**src/rrLogPkg.sv**
```systemverilog
/*
  rrLog shared definitions: channel counts, payload widths,
  buffer depths and almost-full thresholds, and the log record type
*/
`default_nettype none

package rrLogPkg;

  // channels per source
  localparam int chanCntA = 2;
  localparam int chanCntB = 1;
  localparam int chanCnt  = chanCntA + chanCntB;

  // logb payload width of a single channel
  localparam int chanWidthA = 8;
  localparam int chanWidthB = 12;

  localparam int dataWidthA = chanCntA * chanWidthA;
  localparam int dataWidthB = chanCntB * chanWidthB;
  localparam int dataWidth  = dataWidthA + dataWidthB;

  // encoder buffer
  localparam int logDepth      = 8;
  localparam int almfulHiLevel = 6;
  localparam int almfulLoLevel = 4;

  // decoder buffer
  localparam int rplyDepth     = 4;
  localparam int rplyFullLevel = 3;

  // one record per cycle with any strobe, A in the low bits
  typedef struct packed {
    logic [chanCnt-1:0]   logbValid;
    logic [chanCnt-1:0]   logeValid;
    logic [dataWidth-1:0] logbData;
  } logRecordT;

endpackage

`default_nettype wire

```
**src/rrLoggingBusIf.sv**
```systemverilog
/*
  logging bus: begin/end strobes with begin payload from a source,
  two almost-full levels back from the logger
*/
`default_nettype none

interface rrLoggingBusIf #(
  parameter int logbChannelCnt = 1,
  parameter int logeChannelCnt = 1,
  parameter int logbDataWidth  = 8
);

  // strobes and payload from the source
  logic [logbChannelCnt-1:0] logbValid;
  logic [logbDataWidth-1:0]  logbData;
  logic [logeChannelCnt-1:0] logeValid;

  // back-pressure from the logger
  logic logbAlmfulHi;
  logic logbAlmfulLo;

  modport P (
    output logbValid,
    output logbData,
    output logeValid,
    input  logbAlmfulHi,
    input  logbAlmfulLo
  );

  modport C (
    input  logbValid,
    input  logbData,
    input  logeValid,
    output logbAlmfulHi,
    output logbAlmfulLo
  );

endinterface

`default_nettype wire

```
**src/rrReplayBusIf.sv**
```systemverilog
/*
  replay bus: per-channel replay strobes with begin payload,
  per-channel almost-full back from the replayed design
*/
`default_nettype none

interface rrReplayBusIf #(
  parameter int logbChannelCnt = 1,
  parameter int logeChannelCnt = 1,
  parameter int logbDataWidth  = 8
);

  // strobes and payload towards the replayed design
  logic [logbChannelCnt-1:0] valid;
  logic [logbChannelCnt-1:0] logbValid;
  logic [logeChannelCnt-1:0] logeValid;
  logic [logbDataWidth-1:0]  logbData;

  // one bit per channel
  logic [logbChannelCnt-1:0] almful;

  modport P (
    output valid,
    output logbValid,
    output logeValid,
    output logbData,
    input  almful
  );

  modport C (
    input  valid,
    input  logbValid,
    input  logeValid,
    input  logbData,
    output almful
  );

endinterface

`default_nettype wire

```
**src/rrLoggingBusGroup2.sv**
```systemverilog
/*
  merges two logging buses into one, A in the low bits,
  and hands the almost-full levels back to both sources
*/
`default_nettype none

module rrLoggingBusGroup2
  import rrLogPkg::*;
(
  rrLoggingBusIf.C inA,
  rrLoggingBusIf.C inB,
  rrLoggingBusIf.P out
);

  localparam int aLogbCnt = inA.logbChannelCnt;
  localparam int bLogbCnt = inB.logbChannelCnt;
  localparam int aLogeCnt = inA.logeChannelCnt;
  localparam int bLogeCnt = inB.logeChannelCnt;
  localparam int aWidth   = inA.logbDataWidth;
  localparam int bWidth   = inB.logbDataWidth;

  // elaboration checks
  if (aLogbCnt + bLogbCnt != out.logbChannelCnt) begin : gLogbCntChk
    $error("logb count mismatch: inA %0d, inB %0d, out %0d",
      aLogbCnt, bLogbCnt, out.logbChannelCnt);
  end
  if (aLogeCnt + bLogeCnt != out.logeChannelCnt) begin : gLogeCntChk
    $error("loge count mismatch: inA %0d, inB %0d, out %0d",
      aLogeCnt, bLogeCnt, out.logeChannelCnt);
  end
  if (aWidth + bWidth != out.logbDataWidth) begin : gWidthChk
    $error("logb data width mismatch: inA %0d, inB %0d, out %0d",
      aWidth, bWidth, out.logbDataWidth);
  end
  // per-channel payload widths of the two sources
  if ((aWidth != aLogbCnt * chanWidthA) || (bWidth != bLogbCnt * chanWidthB)) begin : gChanChk
    $error("channel width mismatch: inA %0d/%0d, inB %0d/%0d",
      aWidth, aLogbCnt, bWidth, bLogbCnt);
  end

  assign out.logbValid = {inB.logbValid, inA.logbValid};
  assign out.logbData  = {inB.logbData, inA.logbData};
  assign out.logeValid = {inB.logeValid, inA.logeValid};

  // same levels seen by both sources
  assign inA.logbAlmfulHi = out.logbAlmfulHi;
  assign inB.logbAlmfulHi = out.logbAlmfulHi;
  assign inA.logbAlmfulLo = out.logbAlmfulLo;
  assign inB.logbAlmfulLo = out.logbAlmfulLo;

endmodule

`default_nettype wire

```
**src/rrReplayBusUngroup2.sv**
```systemverilog
/*
  splits a combined replay bus into A and B by channel and payload width,
  gathers their per-channel almost-full back into the combined bus
*/
`default_nettype none

module rrReplayBusUngroup2
  import rrLogPkg::*;
(
  rrReplayBusIf.C in,
  rrReplayBusIf.P outA,
  rrReplayBusIf.P outB
);

  localparam int aCnt     = outA.logbChannelCnt;
  localparam int bCnt     = outB.logbChannelCnt;
  localparam int aLogeCnt = outA.logeChannelCnt;
  localparam int bLogeCnt = outB.logeChannelCnt;
  localparam int aWidth   = outA.logbDataWidth;
  localparam int bWidth   = outB.logbDataWidth;

  // elaboration checks
  if (aCnt + bCnt != in.logbChannelCnt) begin : gLogbCntChk
    $error("logb count mismatch: in %0d, outA %0d, outB %0d",
      in.logbChannelCnt, aCnt, bCnt);
  end
  if (aLogeCnt + bLogeCnt != in.logeChannelCnt) begin : gLogeCntChk
    $error("loge count mismatch: in %0d, outA %0d, outB %0d",
      in.logeChannelCnt, aLogeCnt, bLogeCnt);
  end
  if (aWidth + bWidth != in.logbDataWidth) begin : gWidthChk
    $error("logb data width mismatch: in %0d, outA %0d, outB %0d",
      in.logbDataWidth, aWidth, bWidth);
  end
  if ((aWidth != aCnt * chanWidthA) || (bWidth != bCnt * chanWidthB)) begin : gChanChk
    $error("channel width mismatch: outA %0d/%0d, outB %0d/%0d",
      aWidth, aCnt, bWidth, bCnt);
  end

  // low channels and low payload to A
  assign outA.valid     = in.valid[0 +: aCnt];
  assign outA.logbValid = in.logbValid[0 +: aCnt];
  assign outA.logeValid = in.logeValid[0 +: aLogeCnt];
  assign outA.logbData  = in.logbData[0 +: aWidth];

  assign outB.valid     = in.valid[aCnt +: bCnt];
  assign outB.logbValid = in.logbValid[aCnt +: bCnt];
  assign outB.logeValid = in.logeValid[aLogeCnt +: bLogeCnt];
  assign outB.logbData  = in.logbData[aWidth +: bWidth];

  assign in.almful = {outB.almful, outA.almful};

endmodule

`default_nettype wire

```
**src/rrLogEncoder.sv**
```systemverilog
/*
  log encoder: packs every cycle with a strobe into a record, buffers up to
  eight records, raises two almost-full levels and serves a read strobe
*/
`default_nettype none

module rrLogEncoder
  import rrLogPkg::*;
(
  input  logic      clk,
  input  logic      arstN,
  rrLoggingBusIf.C  logBus,
  input  logic      logRdEn,
  output logic      logOutValid,
  output logRecordT logOut,
  output logic      logOverflow
);

  localparam int ptrW = $clog2(logDepth);
  localparam int cntW = $clog2(logDepth + 1);

  if ((logBus.logbChannelCnt != chanCnt) || (logBus.logeChannelCnt != chanCnt) ||
      (logBus.logbDataWidth != dataWidth)) begin : gBusChk
    $error("logging bus does not match the record: %0d/%0d/%0d",
      logBus.logbChannelCnt, logBus.logeChannelCnt, logBus.logbDataWidth);
  end

  logRecordT       mem [logDepth];
  logRecordT       rec;
  logic [ptrW-1:0] wrPtr;
  logic [ptrW-1:0] rdPtr;
  logic [cntW-1:0] count;
  logic            anyStrobe;
  logic            full;
  logic            wrEn;
  logic            rdEn;

  function automatic logic [ptrW-1:0] incPtr(input logic [ptrW-1:0] ptr);
    return (ptr == ptrW'(logDepth - 1)) ? '0 : ptr + 1'b1;
  endfunction

  assign rec.logbValid = logBus.logbValid;
  assign rec.logeValid = logBus.logeValid;
  assign rec.logbData  = logBus.logbData;

  assign anyStrobe = (|logBus.logbValid) || (|logBus.logeValid);
  assign full      = (count == cntW'(logDepth));
  // full is judged before the edge, a read in the same cycle does not help
  assign wrEn      = anyStrobe && !full;
  assign rdEn      = logRdEn && (count != '0);

  always_ff @(posedge clk) begin
    if (wrEn) begin
      mem[wrPtr] <= rec;
    end
  end

  always_ff @(posedge clk) begin
    if (rdEn) begin
      logOut <= mem[rdPtr];
    end
  end

  always_ff @(posedge clk or negedge arstN) begin
    if (!arstN) begin
      wrPtr       <= '0;
      rdPtr       <= '0;
      count       <= '0;
      logOutValid <= 1'b0;
      logOverflow <= 1'b0;
    end else begin
      if (wrEn) begin
        wrPtr <= incPtr(wrPtr);
      end
      if (rdEn) begin
        rdPtr <= incPtr(rdPtr);
      end
      count       <= count + cntW'(wrEn) - cntW'(rdEn);
      logOutValid <= rdEn;
      // sticky until reset
      if (anyStrobe && full) begin
        logOverflow <= 1'b1;
      end
    end
  end

  // levels follow the registered fill count
  assign logBus.logbAlmfulHi = (count >= cntW'(almfulHiLevel));
  assign logBus.logbAlmfulLo = (count >= cntW'(almfulLoLevel));

endmodule

`default_nettype wire

```
**src/rrReplayDecoder.sv**
```systemverilog
/*
  replay decoder: buffers incoming records and issues the oldest one as
  one-cycle replay strobes once none of its channels is almost full
*/
`default_nettype none

module rrReplayDecoder
  import rrLogPkg::*;
(
  input  logic      clk,
  input  logic      arstN,
  input  logic      rplyIn,
  input  logRecordT rplyData,
  output logic      rplyAlmful,
  rrReplayBusIf.P   rplyBus
);

  localparam int ptrW = $clog2(rplyDepth);
  localparam int cntW = $clog2(rplyDepth + 1);

  if ((rplyBus.logbChannelCnt != chanCnt) || (rplyBus.logeChannelCnt != chanCnt) ||
      (rplyBus.logbDataWidth != dataWidth)) begin : gBusChk
    $error("replay bus does not match the record: %0d/%0d/%0d",
      rplyBus.logbChannelCnt, rplyBus.logeChannelCnt, rplyBus.logbDataWidth);
  end

  logRecordT          mem [rplyDepth];
  logRecordT          head;
  logic [ptrW-1:0]    wrPtr;
  logic [ptrW-1:0]    rdPtr;
  logic [cntW-1:0]    count;
  logic [chanCnt-1:0] headChans;
  logic               wrEn;
  logic               issue;

  function automatic logic [ptrW-1:0] incPtr(input logic [ptrW-1:0] ptr);
    return (ptr == ptrW'(rplyDepth - 1)) ? '0 : ptr + 1'b1;
  endfunction

  assign wrEn = rplyIn && (count != cntW'(rplyDepth));
  assign head = mem[rdPtr];

  // channels the head record touches
  assign headChans = head.logbValid | head.logeValid;
  assign issue     = (count != '0) && ((headChans & rplyBus.almful) == '0);

  always_ff @(posedge clk) begin
    if (wrEn) begin
      mem[wrPtr] <= rplyData;
    end
  end

  always_ff @(posedge clk) begin
    if (issue) begin
      rplyBus.logbData <= head.logbData;
    end
  end

  always_ff @(posedge clk or negedge arstN) begin
    if (!arstN) begin
      wrPtr             <= '0;
      rdPtr             <= '0;
      count             <= '0;
      rplyBus.valid     <= '0;
      rplyBus.logbValid <= '0;
      rplyBus.logeValid <= '0;
    end else begin
      if (wrEn) begin
        wrPtr <= incPtr(wrPtr);
      end
      if (issue) begin
        rdPtr <= incPtr(rdPtr);
      end
      count <= count + cntW'(wrEn) - cntW'(issue);
      // strobes last a single cycle
      rplyBus.valid     <= issue ? headChans : '0;
      rplyBus.logbValid <= issue ? head.logbValid : '0;
      rplyBus.logeValid <= issue ? head.logeValid : '0;
    end
  end

  assign rplyAlmful = (count >= cntW'(rplyFullLevel));

endmodule

`default_nettype wire

```
**src/rrLogTop.sv**
```systemverilog
/*
  rrLog top: logging path for sources A and B into the record buffer,
  replay path from records back out to the A and B replay ports
*/
`default_nettype none

module rrLogTop
  import rrLogPkg::*;
(
  input  logic                  clk,
  input  logic                  arstN,
  input  logic [chanCntA-1:0]   logbValidA,
  input  logic [dataWidthA-1:0] logbDataA,
  input  logic [chanCntA-1:0]   logeValidA,
  input  logic [chanCntB-1:0]   logbValidB,
  input  logic [dataWidthB-1:0] logbDataB,
  input  logic [chanCntB-1:0]   logeValidB,
  output logic                  logAlmfulHi,
  output logic                  logAlmfulLo,
  output logic                  logOverflow,
  input  logic                  logRdEn,
  output logic                  logOutValid,
  output logRecordT             logOut,
  input  logic                  rplyIn,
  input  logRecordT             rplyData,
  output logic                  rplyAlmful,
  output logic [chanCntA-1:0]   rplyValidA,
  output logic [chanCntA-1:0]   rplyLogbValidA,
  output logic [chanCntA-1:0]   rplyLogeValidA,
  output logic [dataWidthA-1:0] rplyDataA,
  input  logic [chanCntA-1:0]   rplyChanAlmfulA,
  output logic [chanCntB-1:0]   rplyValidB,
  output logic [chanCntB-1:0]   rplyLogbValidB,
  output logic [chanCntB-1:0]   rplyLogeValidB,
  output logic [dataWidthB-1:0] rplyDataB,
  input  logic [chanCntB-1:0]   rplyChanAlmfulB
);

  rrLoggingBusIf #(chanCntA, chanCntA, dataWidthA) logBusA ();
  rrLoggingBusIf #(chanCntB, chanCntB, dataWidthB) logBusB ();
  rrLoggingBusIf #(chanCnt, chanCnt, dataWidth)    logBus ();

  rrReplayBusIf #(chanCnt, chanCnt, dataWidth)    rplyBus ();
  rrReplayBusIf #(chanCntA, chanCntA, dataWidthA) rplyBusA ();
  rrReplayBusIf #(chanCntB, chanCntB, dataWidthB) rplyBusB ();

  // logging side
  assign logBusA.logbValid = logbValidA;
  assign logBusA.logbData  = logbDataA;
  assign logBusA.logeValid = logeValidA;
  assign logBusB.logbValid = logbValidB;
  assign logBusB.logbData  = logbDataB;
  assign logBusB.logeValid = logeValidB;
  // both sources get the same copy, A's drives the ports
  assign logAlmfulHi = logBusA.logbAlmfulHi;
  assign logAlmfulLo = logBusA.logbAlmfulLo;

  rrLoggingBusGroup2 uGroup (.inA(logBusA), .inB(logBusB), .out(logBus));

  rrLogEncoder uEncoder (
    .clk, .arstN, .logBus, .logRdEn, .logOutValid, .logOut, .logOverflow
  );

  // replay side
  rrReplayDecoder uDecoder (.clk, .arstN, .rplyIn, .rplyData, .rplyAlmful, .rplyBus);

  rrReplayBusUngroup2 uUngroup (.in(rplyBus), .outA(rplyBusA), .outB(rplyBusB));

  assign rplyValidA      = rplyBusA.valid;
  assign rplyLogbValidA  = rplyBusA.logbValid;
  assign rplyLogeValidA  = rplyBusA.logeValid;
  assign rplyDataA       = rplyBusA.logbData;
  assign rplyBusA.almful = rplyChanAlmfulA;
  assign rplyValidB      = rplyBusB.valid;
  assign rplyLogbValidB  = rplyBusB.logbValid;
  assign rplyLogeValidB  = rplyBusB.logeValid;
  assign rplyDataB       = rplyBusB.logbData;
  assign rplyBusB.almful = rplyChanAlmfulB;

endmodule

`default_nettype wire

```
**config.mk**
```make
export PLATFORM = sky130hd
export DESIGN_NAME = rrLogTop
export DESIGN_NICKNAME = d
export VERILOG_FILES = /design/src/rrLogPkg.sv /design/src/rrLoggingBusIf.sv /design/src/rrReplayBusIf.sv /design/src/rrLoggingBusGroup2.sv /design/src/rrReplayBusUngroup2.sv /design/src/rrLogEncoder.sv /design/src/rrReplayDecoder.sv /design/src/rrLogTop.sv
export SDC_FILE = /design/constraint.sdc
export NUM_CORES = 1
export LEC_CHECK = 0
export ABC_AREA = 1
export BUFFER_PORTS_ARGS = -buffer_cell sky130_fd_sc_hd__buf_2
export CORE_MARGIN = 1.5
export CORE_UTILIZATION = 54
export CTS_CLUSTER_DIAMETER = 30
export DETAILED_ROUTE_END_ITERATION = 6
export MAX_ROUTING_LAYER = met4
export PLACE_DENSITY = 0.74
export SLEW_MARGIN = 25
export SYNTH_ARGS = -nofsm -noshare
export SYNTH_HDL_FRONTEND = slang
export SYNTH_SLANG_ARGS = --single-unit
```
**constraint.sdc**
```tcl
create_clock -name clk -period 4.02 [get_ports clk]
set_clock_uncertainty 0.05 [all_clocks]
set_input_delay 0 -clock clk [delete_from_list [all_inputs] [get_ports clk]]
set_output_delay 0 -clock clk [all_outputs]
set_load 0.005 [all_outputs]
```
==> implementation parameters, run 1 <==
Parameter                              Value

Detailed routing
  Number of nets with antenna violations after detailed routing ... 0
  Wire length per cell ... 19.1 um
  Vias per cell ... 5.49
  Number of search-and-repair iterations in the first detailed-routing pass ... 5
  Overall routed net length ... 40600 um
  Total via count in the routed design ... 11690
  Number of DRC violations after detailed-routing iteration 0 ... 975
  Number of remaining DRC errors ... 0

Critical path
  Largest stage delay on the critical path ... 0.56 ns
  Startpoint class of the critical path ... flop
  Critical Path AT ... 3.23 ns
  Largest fanout on the critical path ... 71
  Cell type with the highest occurrence count on the critical path ... sky130_fd_sc_hd__nand2_1
  FF-to-FF path depth ... 13
  Endpoint kind of the worst setup timing path ... flop
  Reg2reg setup slack ... 1.19 ns
  Cell chain of the critical path ... buf_4 -> nand2_1 -> nand3_1 -> nand2_1 -> nand2_1 -> nand2_1 -> nand2_2 -> nor2_4 -> ha_1 -> inv_1 -> ha_1 -> fa_1 -> xor2_1
  Type of the worst setup path ... flop to flop
  Worst path top cell family by delay ... adder cells
  Highest-delay cell along the critical path ... sky130_fd_sc_hd__buf_4
  Required time reported for the critical path endpoint ... 4.42 ns
  Critical path depth ... 13
  Buffers plus inverters on the worst setup path ... 2

Place
  HPWL Detailed ... 21700 um
  Post-DP Area ... 0.0201 mm2
  Number of I/O port buffers ... 150
  Final estimated routing congestion in global placement ... 0.775

Timing
  Max Transition Viols Final ... 0
  Max-slew headroom at the worst pin ... 0.418
  Unrepaired setup endpoints after global routing ... false
  Count of endpoints failing setup in the final report ... 0
  Number of hold violations in the final report ... 0
  Final min period ... 2.83 ns
  Post-route worst hold slack ... 0.0306 ns
  Total negative slack for setup checks ... 0 ns
  Worst Max-Slew Pin Slew ... 0.871 ns
  Maximum clock frequency ... 353 MHz
  Post-route fraction of the period consumed by the critical path ... 0.705

Hold path
  Type of the worst min-delay path ... input port to flop
  WHS Path Cells ... 4

Yosys
  Count of synthesis-stage warnings from yosys ... 0
  Yosys top cell area share ... 0.752
  Area contributors post-synth ... sky130_fd_sc_hd__edfxtp_1, sky130_fd_sc_hd__o21ai_0, sky130_fd_sc_hd__nor2_1
  Flip-flop and latch count after synthesis ... 498
  Part of the Yosys area used for sequential elements ... 0.790
  Avg Cell Area, Syn ... 14.1 um2
  Cell type contributing the most total cell area after synthesis ... sky130_fd_sc_hd__edfxtp_1
  Cell variety after synth ... 32
  Post-Synthesis Cell Area ... 0.0188 mm2
  Post-Synthesis Cells ... 1329
  Synthesized net count ... 1426

Pwr
  Highest ir drop seen on vdd ... 0.602 mV
  Power density normalized to cell area ... 851 mW/mm2
  Total Power Consumption ... 20.4 mW
  Leakage ... 8.81 nW

Clock tree
  CTS max path bufs ... 3
  Number of levels the H-tree was split into ... 3
  Clock sinks ... 498
  Clock insertion delay at the later pin of the skew report ... 0.59 ns
  Clock-pin slew of the registers on the worst-case setup and hold paths ... 0.05 ns
  CTS Buf Count ... 90
  Clock tree from TritonCTS ... done
  Setup bufs post-CTS ... 0
  Cell at the root of the clock tree ... sky130_fd_sc_hd__clkbuf_16

Finish
  Utilization of the core after routing ... 0.696
  Final nets ... 1696
  Signed area change from the synthesized netlist to the final layout ... 27.5%
  Share of cells above drive strength 1 ... 0.201
  Summed area of non-filler cells in the final layout ... 0.0239 mm2

Floorplan
  DIE WIDTH ... 189 um
  Cell Rows ... 68
  Initial core utilization ... 0.546
  # IOs ... 151
  Area of the die ... 0.0359 mm2
  Overall die height ... 189 um
  Placeable core region ... 0.0344 mm2

Global routing
  Global-route wire length before repair ... 62800 um
  Global-route usage over all layers ... 0.234
  Via count of the first global-routing pass ... 12060
  Antenna violations before repair ... 3
  Leftover overflow at the end of global routing ... 0
  Pin count of the biggest net entering global routing ... 75

Run
  Max-cap violation count ... 0

Status
  Run status ... completed
worst register-to-register path: cells and delay by family, from the launching register on:
kind	cells	cell delay, ns
buf+inv	2	0.60
fa+ha+maj	3	0.88
flops	1	0.38
xor+xnor	1	0.17
simple gates	7	0.64
state kept, by name, summed over array words and instances, names as in the netlist, 3 cells and up:
| signal | flops |
|---|---|
| uDecoder.count | 3 |
| uDecoder.mem | 136 |
| uDecoder.rplyBus.logbData | 28 |
| uDecoder.rplyBus.logbValid | 3 |
| uDecoder.rplyBus.logeValid | 3 |
| uDecoder.rplyBus.valid | 3 |
| uEncoder.count | 4 |
| uEncoder.logOut | 34 |
| uEncoder.mem | 272 |
| uEncoder.rdPtr | 3 |
| uEncoder.wrPtr | 3 |
layer usage:
metal	up-vias	share of wire	track usage
li1	5441	-	-
met1	5692	0.39	0.276
met2	465	0.51	0.393
met3	92	0.069	0.0545
met4	0	0.028	0.0882
met5	-	0	-
through the flow:
stage	std cells	setup WS, ns
3_3_place_gp	1884	1.30
4_1_cts	2128	1.19
5_1_grt	2131	0.972
6_report	2131	1.19
2_1_floorplan	1329	0.755
3_5_place_dp	1887	1.19
Yosys cell counts, drive strengths merged:
library cell	count
o21a	1
a31oi	1
clkbuf	50
fa	2
a41o	1
clkinv	1
o31ai	1
o22ai	96
nand3	16
o21ai	202
dfrtp	28
xnor2	2
xor2	1
ha	20
nor3	2
or2	1
edfxtp	470
inv	33
nor2	217
a221o	1
nand2	159
buf	23
a21oi	1
layout by cell type, fill, tap and decap left out, types with 2 or more instances in the layout:
| cell | netlist | layout |
|---|---|---|
| sky130_fd_sc_hd__clkinv_4 | 0 | 5 |
| sky130_fd_sc_hd__bufinv_16 | 0 | 12 |
| sky130_fd_sc_hd__clkinv_2 | 0 | 13 |
| sky130_fd_sc_hd__clkbuf_16 | 0 | 93 |
| sky130_fd_sc_hd__buf_16 | 0 | 2 |
| sky130_fd_sc_hd__buf_2 | 14 | 150 |
| sky130_fd_sc_hd__dfrtp_1 | 28 | 25 |
| sky130_fd_sc_hd__clkinv_1 | 1 | 20 |
| sky130_fd_sc_hd__fa_1 | 2 | 2 |
| sky130_fd_sc_hd__o22ai_1 | 96 | 96 |
| sky130_fd_sc_hd__o21ai_0 | 193 | 193 |
| sky130_fd_sc_hd__nand2_2 | 3 | 3 |
| sky130_fd_sc_hd__clkbuf_1 | 48 | 11 |
| sky130_fd_sc_hd__nor2_1 | 216 | 204 |
| sky130_fd_sc_hd__dlygate4sd3_1 | 0 | 74 |
| sky130_fd_sc_hd__buf_12 | 0 | 2 |
| sky130_fd_sc_hd__dfrtp_2 | 0 | 2 |
| sky130_fd_sc_hd__nand3_1 | 16 | 16 |
| sky130_fd_sc_hd__inv_1 | 31 | 30 |
| sky130_fd_sc_hd__xnor2_1 | 2 | 2 |
| sky130_fd_sc_hd__diode_2 | 0 | 3 |
| sky130_fd_sc_hd__nor2_4 | 1 | 13 |
| sky130_fd_sc_hd__ha_1 | 20 | 20 |
| sky130_fd_sc_hd__nand2_1 | 156 | 156 |
| sky130_fd_sc_hd__inv_6 | 0 | 3 |
| sky130_fd_sc_hd__buf_4 | 3 | 23 |
| sky130_fd_sc_hd__edfxtp_1 | 470 | 470 |
| sky130_fd_sc_hd__nor3_1 | 2 | 2 |
| sky130_fd_sc_hd__clkbuf_8 | 0 | 2 |
| sky130_fd_sc_hd__clkinvlp_4 | 0 | 9 |
| sky130_fd_sc_hd__o21ai_1 | 9 | 9 |
worst paths after layout:
| path | startpoint | to |
|---|---|---|
| max | uDecoder.rdPtr[0]$_DFFE_PN0N_ | uDecoder.count[2]$_DFF_PN0_ |
| min | logRdEn | uEncoder.logOutValid$_DFF_PN0_ |
| max reg2reg | uDecoder.rdPtr[0]$_DFFE_PN0N_ | uDecoder.count[2]$_DFF_PN0_ |
| min reg2reg | uEncoder.logOverflow$_DFFE_PN0P_ | uEncoder.logOverflow$_DFFE_PN0P_ |
| max in group asynchronous | arstN | uDecoder.rdPtr[0]$_DFFE_PN0N_ |
| min in group asynchronous | arstN | uEncoder.logOutValid$_DFF_PN0_ |
final cells by class:
class | count | area, um2
Sequential cell | 498 | 14800
Antenna cell | 3 | 7.51
Multi-Input combinational cell | 724 | 3600
Tap cell | 455 | 569
Fill cell | 2232 | 10500
Inverter | 34 | 131
Timing Repair Buffer | 251 | 1760
Clock inverter | 60 | 629
Clock buffer | 106 | 2400
cells by family after synthesis:
| group | synth area share |
|---|---|
| buf+inv | 0.0240 |
| flops | 0.790 |
| simple gates | 0.0812 |
| xor+xnor | 0.00140 |
| compound gates | 0.0884 |
| fa+ha+maj | 0.0155 |
where the power goes:
group          internal, mW  switching, mW  total (mW)
sequential             7.48          0.487        7.96
clock                  5.00           2.42        7.42
combinational          1.56           3.41        4.98
total                  14.0           6.33        20.4
repair_timing:
action / 4_1_cts / 5_1_grt
resized for setup: 0 / 0
endpoints found under the hold margin: 439 / 0
hold buffers: 75 / 0
setup endpoints to repair: 0 / 0
No activity file was read; power rests on OpenSTA's default activity.
==> inputs of run 2 (changes only) <==
clock period = 2.3 ns   (was 4.02 ns; I/O delays follow)
==> implementation parameters, run 2 (same netlist as run 1, synthesis figures left out) <==
Parameter                              Value

Timing
  Post-route worst hold slack ... 0.0832 ns
  Max-slew headroom at the worst pin ... 0.560
  Count of endpoints failing setup in the final report ... 0
  Post-route fraction of the period consumed by the critical path ... 0.964
  Worst Max-Slew Pin Slew ... 0.659 ns
  Max Transition Viols Final ... 0
  Maximum clock frequency ... 451 MHz
  Final min period ... 2.22 ns
  Unrepaired setup endpoints after global routing ... false
  Number of hold violations in the final report ... 0

Pwr
  Highest ir drop seen on vdd ... 1.01 mV
  Sequential cell fraction of total power ... 0.373
  Internal power of the cells ... 25.2 mW
  Power density normalized to cell area ... 1520 mW/mm2
  Logic pwr share ... 0.261
  Fraction of power consumed by the clock network ... 0.367
  Leakage ... 8.99 nW
  NetSw ... 11.8 mW
  Total Power Consumption ... 37.1 mW
  Switching share of total power ... 0.319

Critical path
  Startpoint class of the critical path ... flop
  Cell chain of the critical path ... buf_4 -> nand2_1 -> nand3_1 -> nand2_1 -> nand2_1 -> nand2_1 -> nand2_2 -> nor2_4 -> ha_4 -> inv_2 -> ha_4 -> fa_2
  Worst path top cell family by delay ... adder cells
  Endpoint kind of the worst setup timing path ... flop
  Required time reported for the critical path endpoint ... 2.73 ns
  Highest-delay cell along the critical path ... sky130_fd_sc_hd__dfrtp_2
  Type of the worst setup path ... flop to flop
  Largest stage delay on the critical path ... 0.44 ns
  Cell type with the highest occurrence count on the critical path ... sky130_fd_sc_hd__nand2_1
  Critical Path AT ... 2.65 ns
  Buffers plus inverters on the worst setup path ... 2
  Largest fanout on the critical path ... 6

Detailed routing
  Number of nets with antenna violations after detailed routing ... 0
  Number of remaining DRC errors ... 0
  Vias per cell ... 5.62
  Number of DRC violations after detailed-routing iteration 0 ... 1206
  Number of search-and-repair iterations in the first detailed-routing pass ... 5
  Wire length per cell ... 20.3 um
  Overall routed net length ... 43500 um
  Total via count in the routed design ... 12039

Finish
  Most frequent cells in the layout ... sky130_fd_sc_hd__edfxtp_1, sky130_fd_sc_hd__nor2_1, sky130_fd_sc_hd__o21ai_0, sky130_fd_sc_hd__nand2_1, sky130_fd_sc_hd__buf_2
  Summed area of non-filler cells in the final layout ... 0.0244 mm2
  Register with the most flip-flops ... uEncoder.mem
  Most common cell after layout, fill and taps aside ... sky130_fd_sc_hd__edfxtp_1
  Max FFs per register ... 272
  Signed area change from the synthesized netlist to the final layout ... 30.2%
  Share of cells above drive strength 1 ... 0.225
  Final nets ... 1709
  Leading registers by flop count ... uEncoder.mem: 272 flops, uDecoder.mem: 136 flops, uEncoder.logOut: 34 flops

Clock tree
  Clock insertion delay at the later pin of the skew report ... 0.61 ns
  Clock-pin slew of the registers on the worst-case setup and hold paths ... 0.05 ns
  Clock sinks ... 498
  Cell at the root of the clock tree ... sky130_fd_sc_hd__clkbuf_16
  CTS Buf Count ... 88
  Clock tree from TritonCTS ... done
  Number of levels the H-tree was split into ... 3
  CTS max path bufs ... 3

Floorplan
  Cell Rows ... 68
  Placeable core region ... 0.0344 mm2
  # IOs ... 151
  Initial core utilization ... 0.546
  DIE WIDTH ... 189 um
  Area of the die ... 0.0359 mm2
  Overall die height ... 189 um

Place
  HPWL Detailed ... 22000 um
  Number of I/O port buffers ... 150
  Post-DP Area ... 0.0205 mm2
  Final estimated routing congestion in global placement ... 0.777

Hold path
  Type of the worst min-delay path ... input port to flop

Global routing
  Leftover overflow at the end of global routing ... 0
  Global-route wire length before repair ... 67000 um
  Pin count of the biggest net entering global routing ... 101
  Antenna violations before repair ... 1
  Global-route usage over all layers ... 0.253
  Via count of the first global-routing pass ... 12237

Run
  Max-cap violation count ... 0

Status
  Run status ... completed
[run 2: worst min-delay path: stages]
cell                      delay (ns)
sky130_fd_sc_hd__buf_2          0.10
sky130_fd_sc_hd__nand2_1        0.07
sky130_fd_sc_hd__nand2_2        0.10
sky130_fd_sc_hd__nor2_4         0.05
sky130_fd_sc_hd__ha_4           0.22
sky130_fd_sc_hd__inv_2          0.05
sky130_fd_sc_hd__ha_4           0.12
[run 2: final cells by class]
type | instances | area, um2
tap | 455 | 569
timing repair buffer | 266 | 2080
multi-input combinational | 724 | 3670
clock buffer | 92 | 2220
fill | 2093 | 9950
inverter | 34 | 131
sequential | 498 | 14800
clock inverter | 72 | 936
antenna | 1 | 2.50
[run 2: metrics by stage]
step           std cells  worst slack, ns  utilization  TNS [ns]
2_1_floorplan       1329           -0.345            -     -1.28
3_3_place_gp        1895            0.124        0.593         0
3_5_place_dp        1899           0.0536        0.596         0
4_1_cts             2139           0.0498        0.710         0
5_1_grt             2142          0.00754        0.711         0
6_report            2142           0.0833        0.711         0
[run 2: layer usage]
| metal | GRT usage | share of wire |
|---|---|---|
| met1 | 0.304 | 0.38 |
| met5 | - | 0 |
| met4 | 0.0977 | 0.025 |
| met3 | 0.0473 | 0.073 |
| met2 | 0.426 | 0.52 |
[run 2: path summary, 6_finish.rpt]
check / start / to / slack [ns] / cells after the start
worst max-delay path: uDecoder.rdPtr[0]$_DFFE_PN0N_ / uDecoder.count[1]$_DFF_PN0_ / 0.08 / 12
worst min-delay path: rplyChanAlmfulA[1] / uDecoder.count[0]$_DFF_PN0_ / 0.08 / 7
worst max register to register: uDecoder.rdPtr[0]$_DFFE_PN0N_ / uDecoder.count[1]$_DFF_PN0_ / 0.08 / 12
worst min register to register: uEncoder.logOverflow$_DFFE_PN0P_ / uEncoder.logOverflow$_DFFE_PN0P_ / 0.41 / 1
max in group asynchronous: arstN / uEncoder.logOverflow$_DFFE_PN0P_ / 1.65 / 4
min in group asynchronous: arstN / uDecoder.rplyBus.valid[2]$_DFF_PN0_ / 0.37 / 4
[run 2: power by group through the flow]
stage / clock, mW / combinational [mW] / sequential, mW
2_1_floorplan: 0 / 5.73 / 13.8
3_3_place_gp: 0 / 8.80 / 13.8
3_5_place_dp: 0 / 9.33 / 13.9
4_1_cts: 13.7 / 9.62 / 13.8
5_1_grt: 14.2 / 10.6 / 14.0
6_report: 13.6 / 9.66 / 13.8
[run 2: repair_timing]
action	CTS	global route
hold endpoints to repair	446	0
setup endpoints to repair	0	9
gates resized for setup	0	1
hold buffers	76	0
setup buffers	0	2
==> inputs of run 3 (changes only) <==
CORE_UTILIZATION = 30   (was 54)
PLACE_DENSITY = 0.45   (was 0.74)
clock period = 1.9 ns   (was 2.3 ns; I/O delays follow)
==> implementation parameters, run 3 (same netlist as run 1, synthesis figures left out) <==
Parameter                              Value

Timing
  Worst setup margin ... -0.340 ns
  Max Transition Viols Final ... 0
  Number of hold violations in the final report ... 0
  Worst Max-Slew Pin Slew ... 0.485 ns
  Final min period ... 2.24 ns
  Count of endpoints failing setup in the final report ... 112
  Post-route fraction of the period consumed by the critical path ... 1.18
  Maximum clock frequency ... 447 MHz
  Unrepaired setup endpoints after global routing ... true
  Max-slew headroom at the worst pin ... 0.677

Floorplan
  Placeable core region ... 0.0617 mm2
  Area of the die ... 0.0640 mm2
  Initial core utilization ... 0.304
  DIE WIDTH ... 253 um
  Cell Rows ... 91
  # IOs ... 151
  Overall die height ... 253 um

Finish
  Utilization of the core after routing ... 0.437
  Share of cells above drive strength 1 ... 0.306
  Max FFs per register ... 272
  Summed area of non-filler cells in the final layout ... 0.0269 mm2
  Most common cell after layout, fill and taps aside ... sky130_fd_sc_hd__edfxtp_1
  Final nets ... 1818
  Register with the most flip-flops ... uEncoder.mem
  Signed area change from the synthesized netlist to the final layout ... 43.6%
  Most frequent cells in the layout ... sky130_fd_sc_hd__edfxtp_1, sky130_fd_sc_hd__nor2_1, sky130_fd_sc_hd__o21ai_0, sky130_fd_sc_hd__buf_2, sky130_fd_sc_hd__nand2_1
  Leading registers by flop count ... uEncoder.mem: 272 flops, uDecoder.mem: 136 flops, uEncoder.logOut: 34 flops

Global routing
  Global-route usage over all layers ... 0.153
  Pin count of the biggest net entering global routing ... 71
  Global-route wire length before repair ... 71900 um
  Via count of the first global-routing pass ... 12405
  Antenna violations before repair ... 3
  Leftover overflow at the end of global routing ... 0

Clock tree
  Clock tree from TritonCTS ... done
  CTS Buf Count ... 108
  CTS max path bufs ... 3
  Clock sinks ... 498
  Clock-pin slew of the registers on the worst-case setup and hold paths ... 0.05 ns
  Cell at the root of the clock tree ... sky130_fd_sc_hd__clkbuf_16
  Number of levels the H-tree was split into ... 3
  Clock insertion delay at the later pin of the skew report ... 0.64 ns

Critical path
  Cell chain of the critical path ... buf_6 -> nand2_2 -> nand3_2 -> nand2_2 -> nand2_2 -> nand2_2 -> nand2_2 -> nor2_4 -> ha_4 -> inv_2 -> ha_4 -> fa_2 -> xor2_1
  Largest fanout on the critical path ... 7
  R2R Path End ... uDecoder.count[2]$_DFF_PN0_
  FF-to-FF path depth ... 13
  Critical Path AT ... 2.70 ns
  Startpoint class of the critical path ... flop
  Origin of the critical flop-to-flop path ... uDecoder.rdPtr[0]$_DFFE_PN0N_
  Reg2reg setup slack ... -0.34 ns
  Required time reported for the critical path endpoint ... 2.36 ns
  Endpoint kind of the worst setup timing path ... flop
  Type of the worst setup path ... flop to flop
  Highest-delay cell along the critical path ... sky130_fd_sc_hd__dfrtp_2
  Cell type with the highest occurrence count on the critical path ... sky130_fd_sc_hd__nand2_2
  Largest stage delay on the critical path ... 0.48 ns

Detailed routing
  Number of remaining DRC errors ... 0
  Met2 wirelength from detailed routing ... 24500 um
  Vias per cell ... 4.51
  Met1 layer wirelength in the final routing ... 19900 um
  Overall routed net length ... 48300 um
  Metal3 WL ... 2880 um
  Number of nets with antenna violations after detailed routing ... 0
  Highest routed layer ... met4
  Number of DRC violations after detailed-routing iteration 0 ... 586
  Total via count in the routed design ... 11971
  Number of search-and-repair iterations in the first detailed-routing pass ... 4
  Wire length per cell ... 18.2 um

Pwr
  Leakage ... 9.92 nW
  Power density normalized to cell area ... 1870 mW/mm2
  NetSw ... 15.8 mW
  Switching share of total power ... 0.313
  Sequential cell fraction of total power ... 0.329
  Highest ir drop seen on vdd ... 0.916 mV
  Internal power of the cells ... 34.7 mW
  Logic pwr share ... 0.295
  Fraction of power consumed by the clock network ... 0.376
  Total Power Consumption ... 50.5 mW

Place
  Post-DP Area ... 0.0213 mm2
  Number of I/O port buffers ... 150
  Final estimated routing congestion in global placement ... 0.735
  Pre-CTS worst setup slack ... -0.342 ns
  HPWL Detailed ... 25500 um

Hold path
  WHS Path Cells ... 2
  Startpoint of the tightest hold check path ... rplyData[4]
  Type of the worst min-delay path ... input port to flop
  Worst Hold End ... uDecoder.mem[1][4]$_DFFE_PP_

Status
  Violations in the final reports ... setup timing
  Run status ... complete, but fails checks

Run
  Max-cap violation count ... 0
run 3: cell count changes in the layout (fill, tap and decap cells not counted), sizes merged:
cell      delta
clkinv      +17
diode        +2
bufinv       -1
buf         +81
clkbuf      +37
inv         -12
clkinvlp     +7
run 3: metrics by stage:
step	instances	hold slack, ns	setup TNS, ns
2_1_floorplan	1329	-0.346	-69.58
3_3_place_gp	2314	-0.0163	-2.58
3_5_place_dp	2314	-0.0144	-3.86
4_1_cts	2632	0.00713	-6.23
5_1_grt	2655	0.0331	-18.65
6_report	2655	0.0572	-7.66
run 3: power groups by stage:
stage                     Combinational (mW)  Sequential [mW]  Clock [mW]
after floorplan                         7.06             16.7           0
after global placement                  12.6             16.8           0
after detailed placement                12.7             16.8           0
after CTS                               14.3             16.6        19.3
after global routing                    16.4             16.9        19.9
final                                   14.9             16.6        19.0
run 3: worst max-delay path: cells and delay by family (launching register included):
family,cells,cell delay (ns)
xor+xnor,1,0.14
fa+ha+maj,3,0.72
buf+inv,2,0.21
flops,1,0.48
simple gates,7,0.50
run 3: metal layers:
metal	track usage	vias up
met5	-	-
met4	0.0565	0
met3	0.0414	91
met2	0.259	280
met1	0.174	5893
li1	-	5707
run 3: cell type report:
cell class / count / area (um2)
inverters: 34 / 146
diodes: 3 / 7.51
clock buffers: 122 / 2830
flip-flops and latches: 498 / 14800
well taps: 837 / 1050
fillers: 5605 / 34800
repair buffers: 354 / 3220
repair inverters: 1 / 6.26
clock inverters: 82 / 992
multi-input cells: 724 / 3880
run 3: worst max path at each step:
stage	slack, ns	end	cells after the start	start
3_5_place_dp	-0.34	uDecoder.count[1]$_DFF_PN0_	11	uDecoder.rdPtr[1]$_DFFE_PN0N_
2_1_floorplan	-0.74	uDecoder.count[1]$_DFF_PN0_	13	uDecoder.rdPtr[0]$_DFFE_PN0N_
5_1_grt	-0.43	uDecoder.count[2]$_DFF_PN0_	13	uDecoder.rdPtr[0]$_DFFE_PN0N_
4_1_cts	-0.27	uDecoder.count[2]$_DFF_PN0_	13	uDecoder.rdPtr[0]$_DFFE_PN0N_
6_report	-0.34	uDecoder.count[2]$_DFF_PN0_	13	uDecoder.rdPtr[0]$_DFFE_PN0N_
3_3_place_gp	-0.27	uDecoder.count[1]$_DFF_PN0_	12	uDecoder.rdPtr[0]$_DFFE_PN0N_
run 3: timing repair:
action	in CTS	in global routing
resized for setup	62	37
endpoints found under the setup margin	35	271
buffers inserted	34	11
hold endpoints to repair	442	2
pin swaps	15	9
hold buffers	75	1
gates cloned	5	10
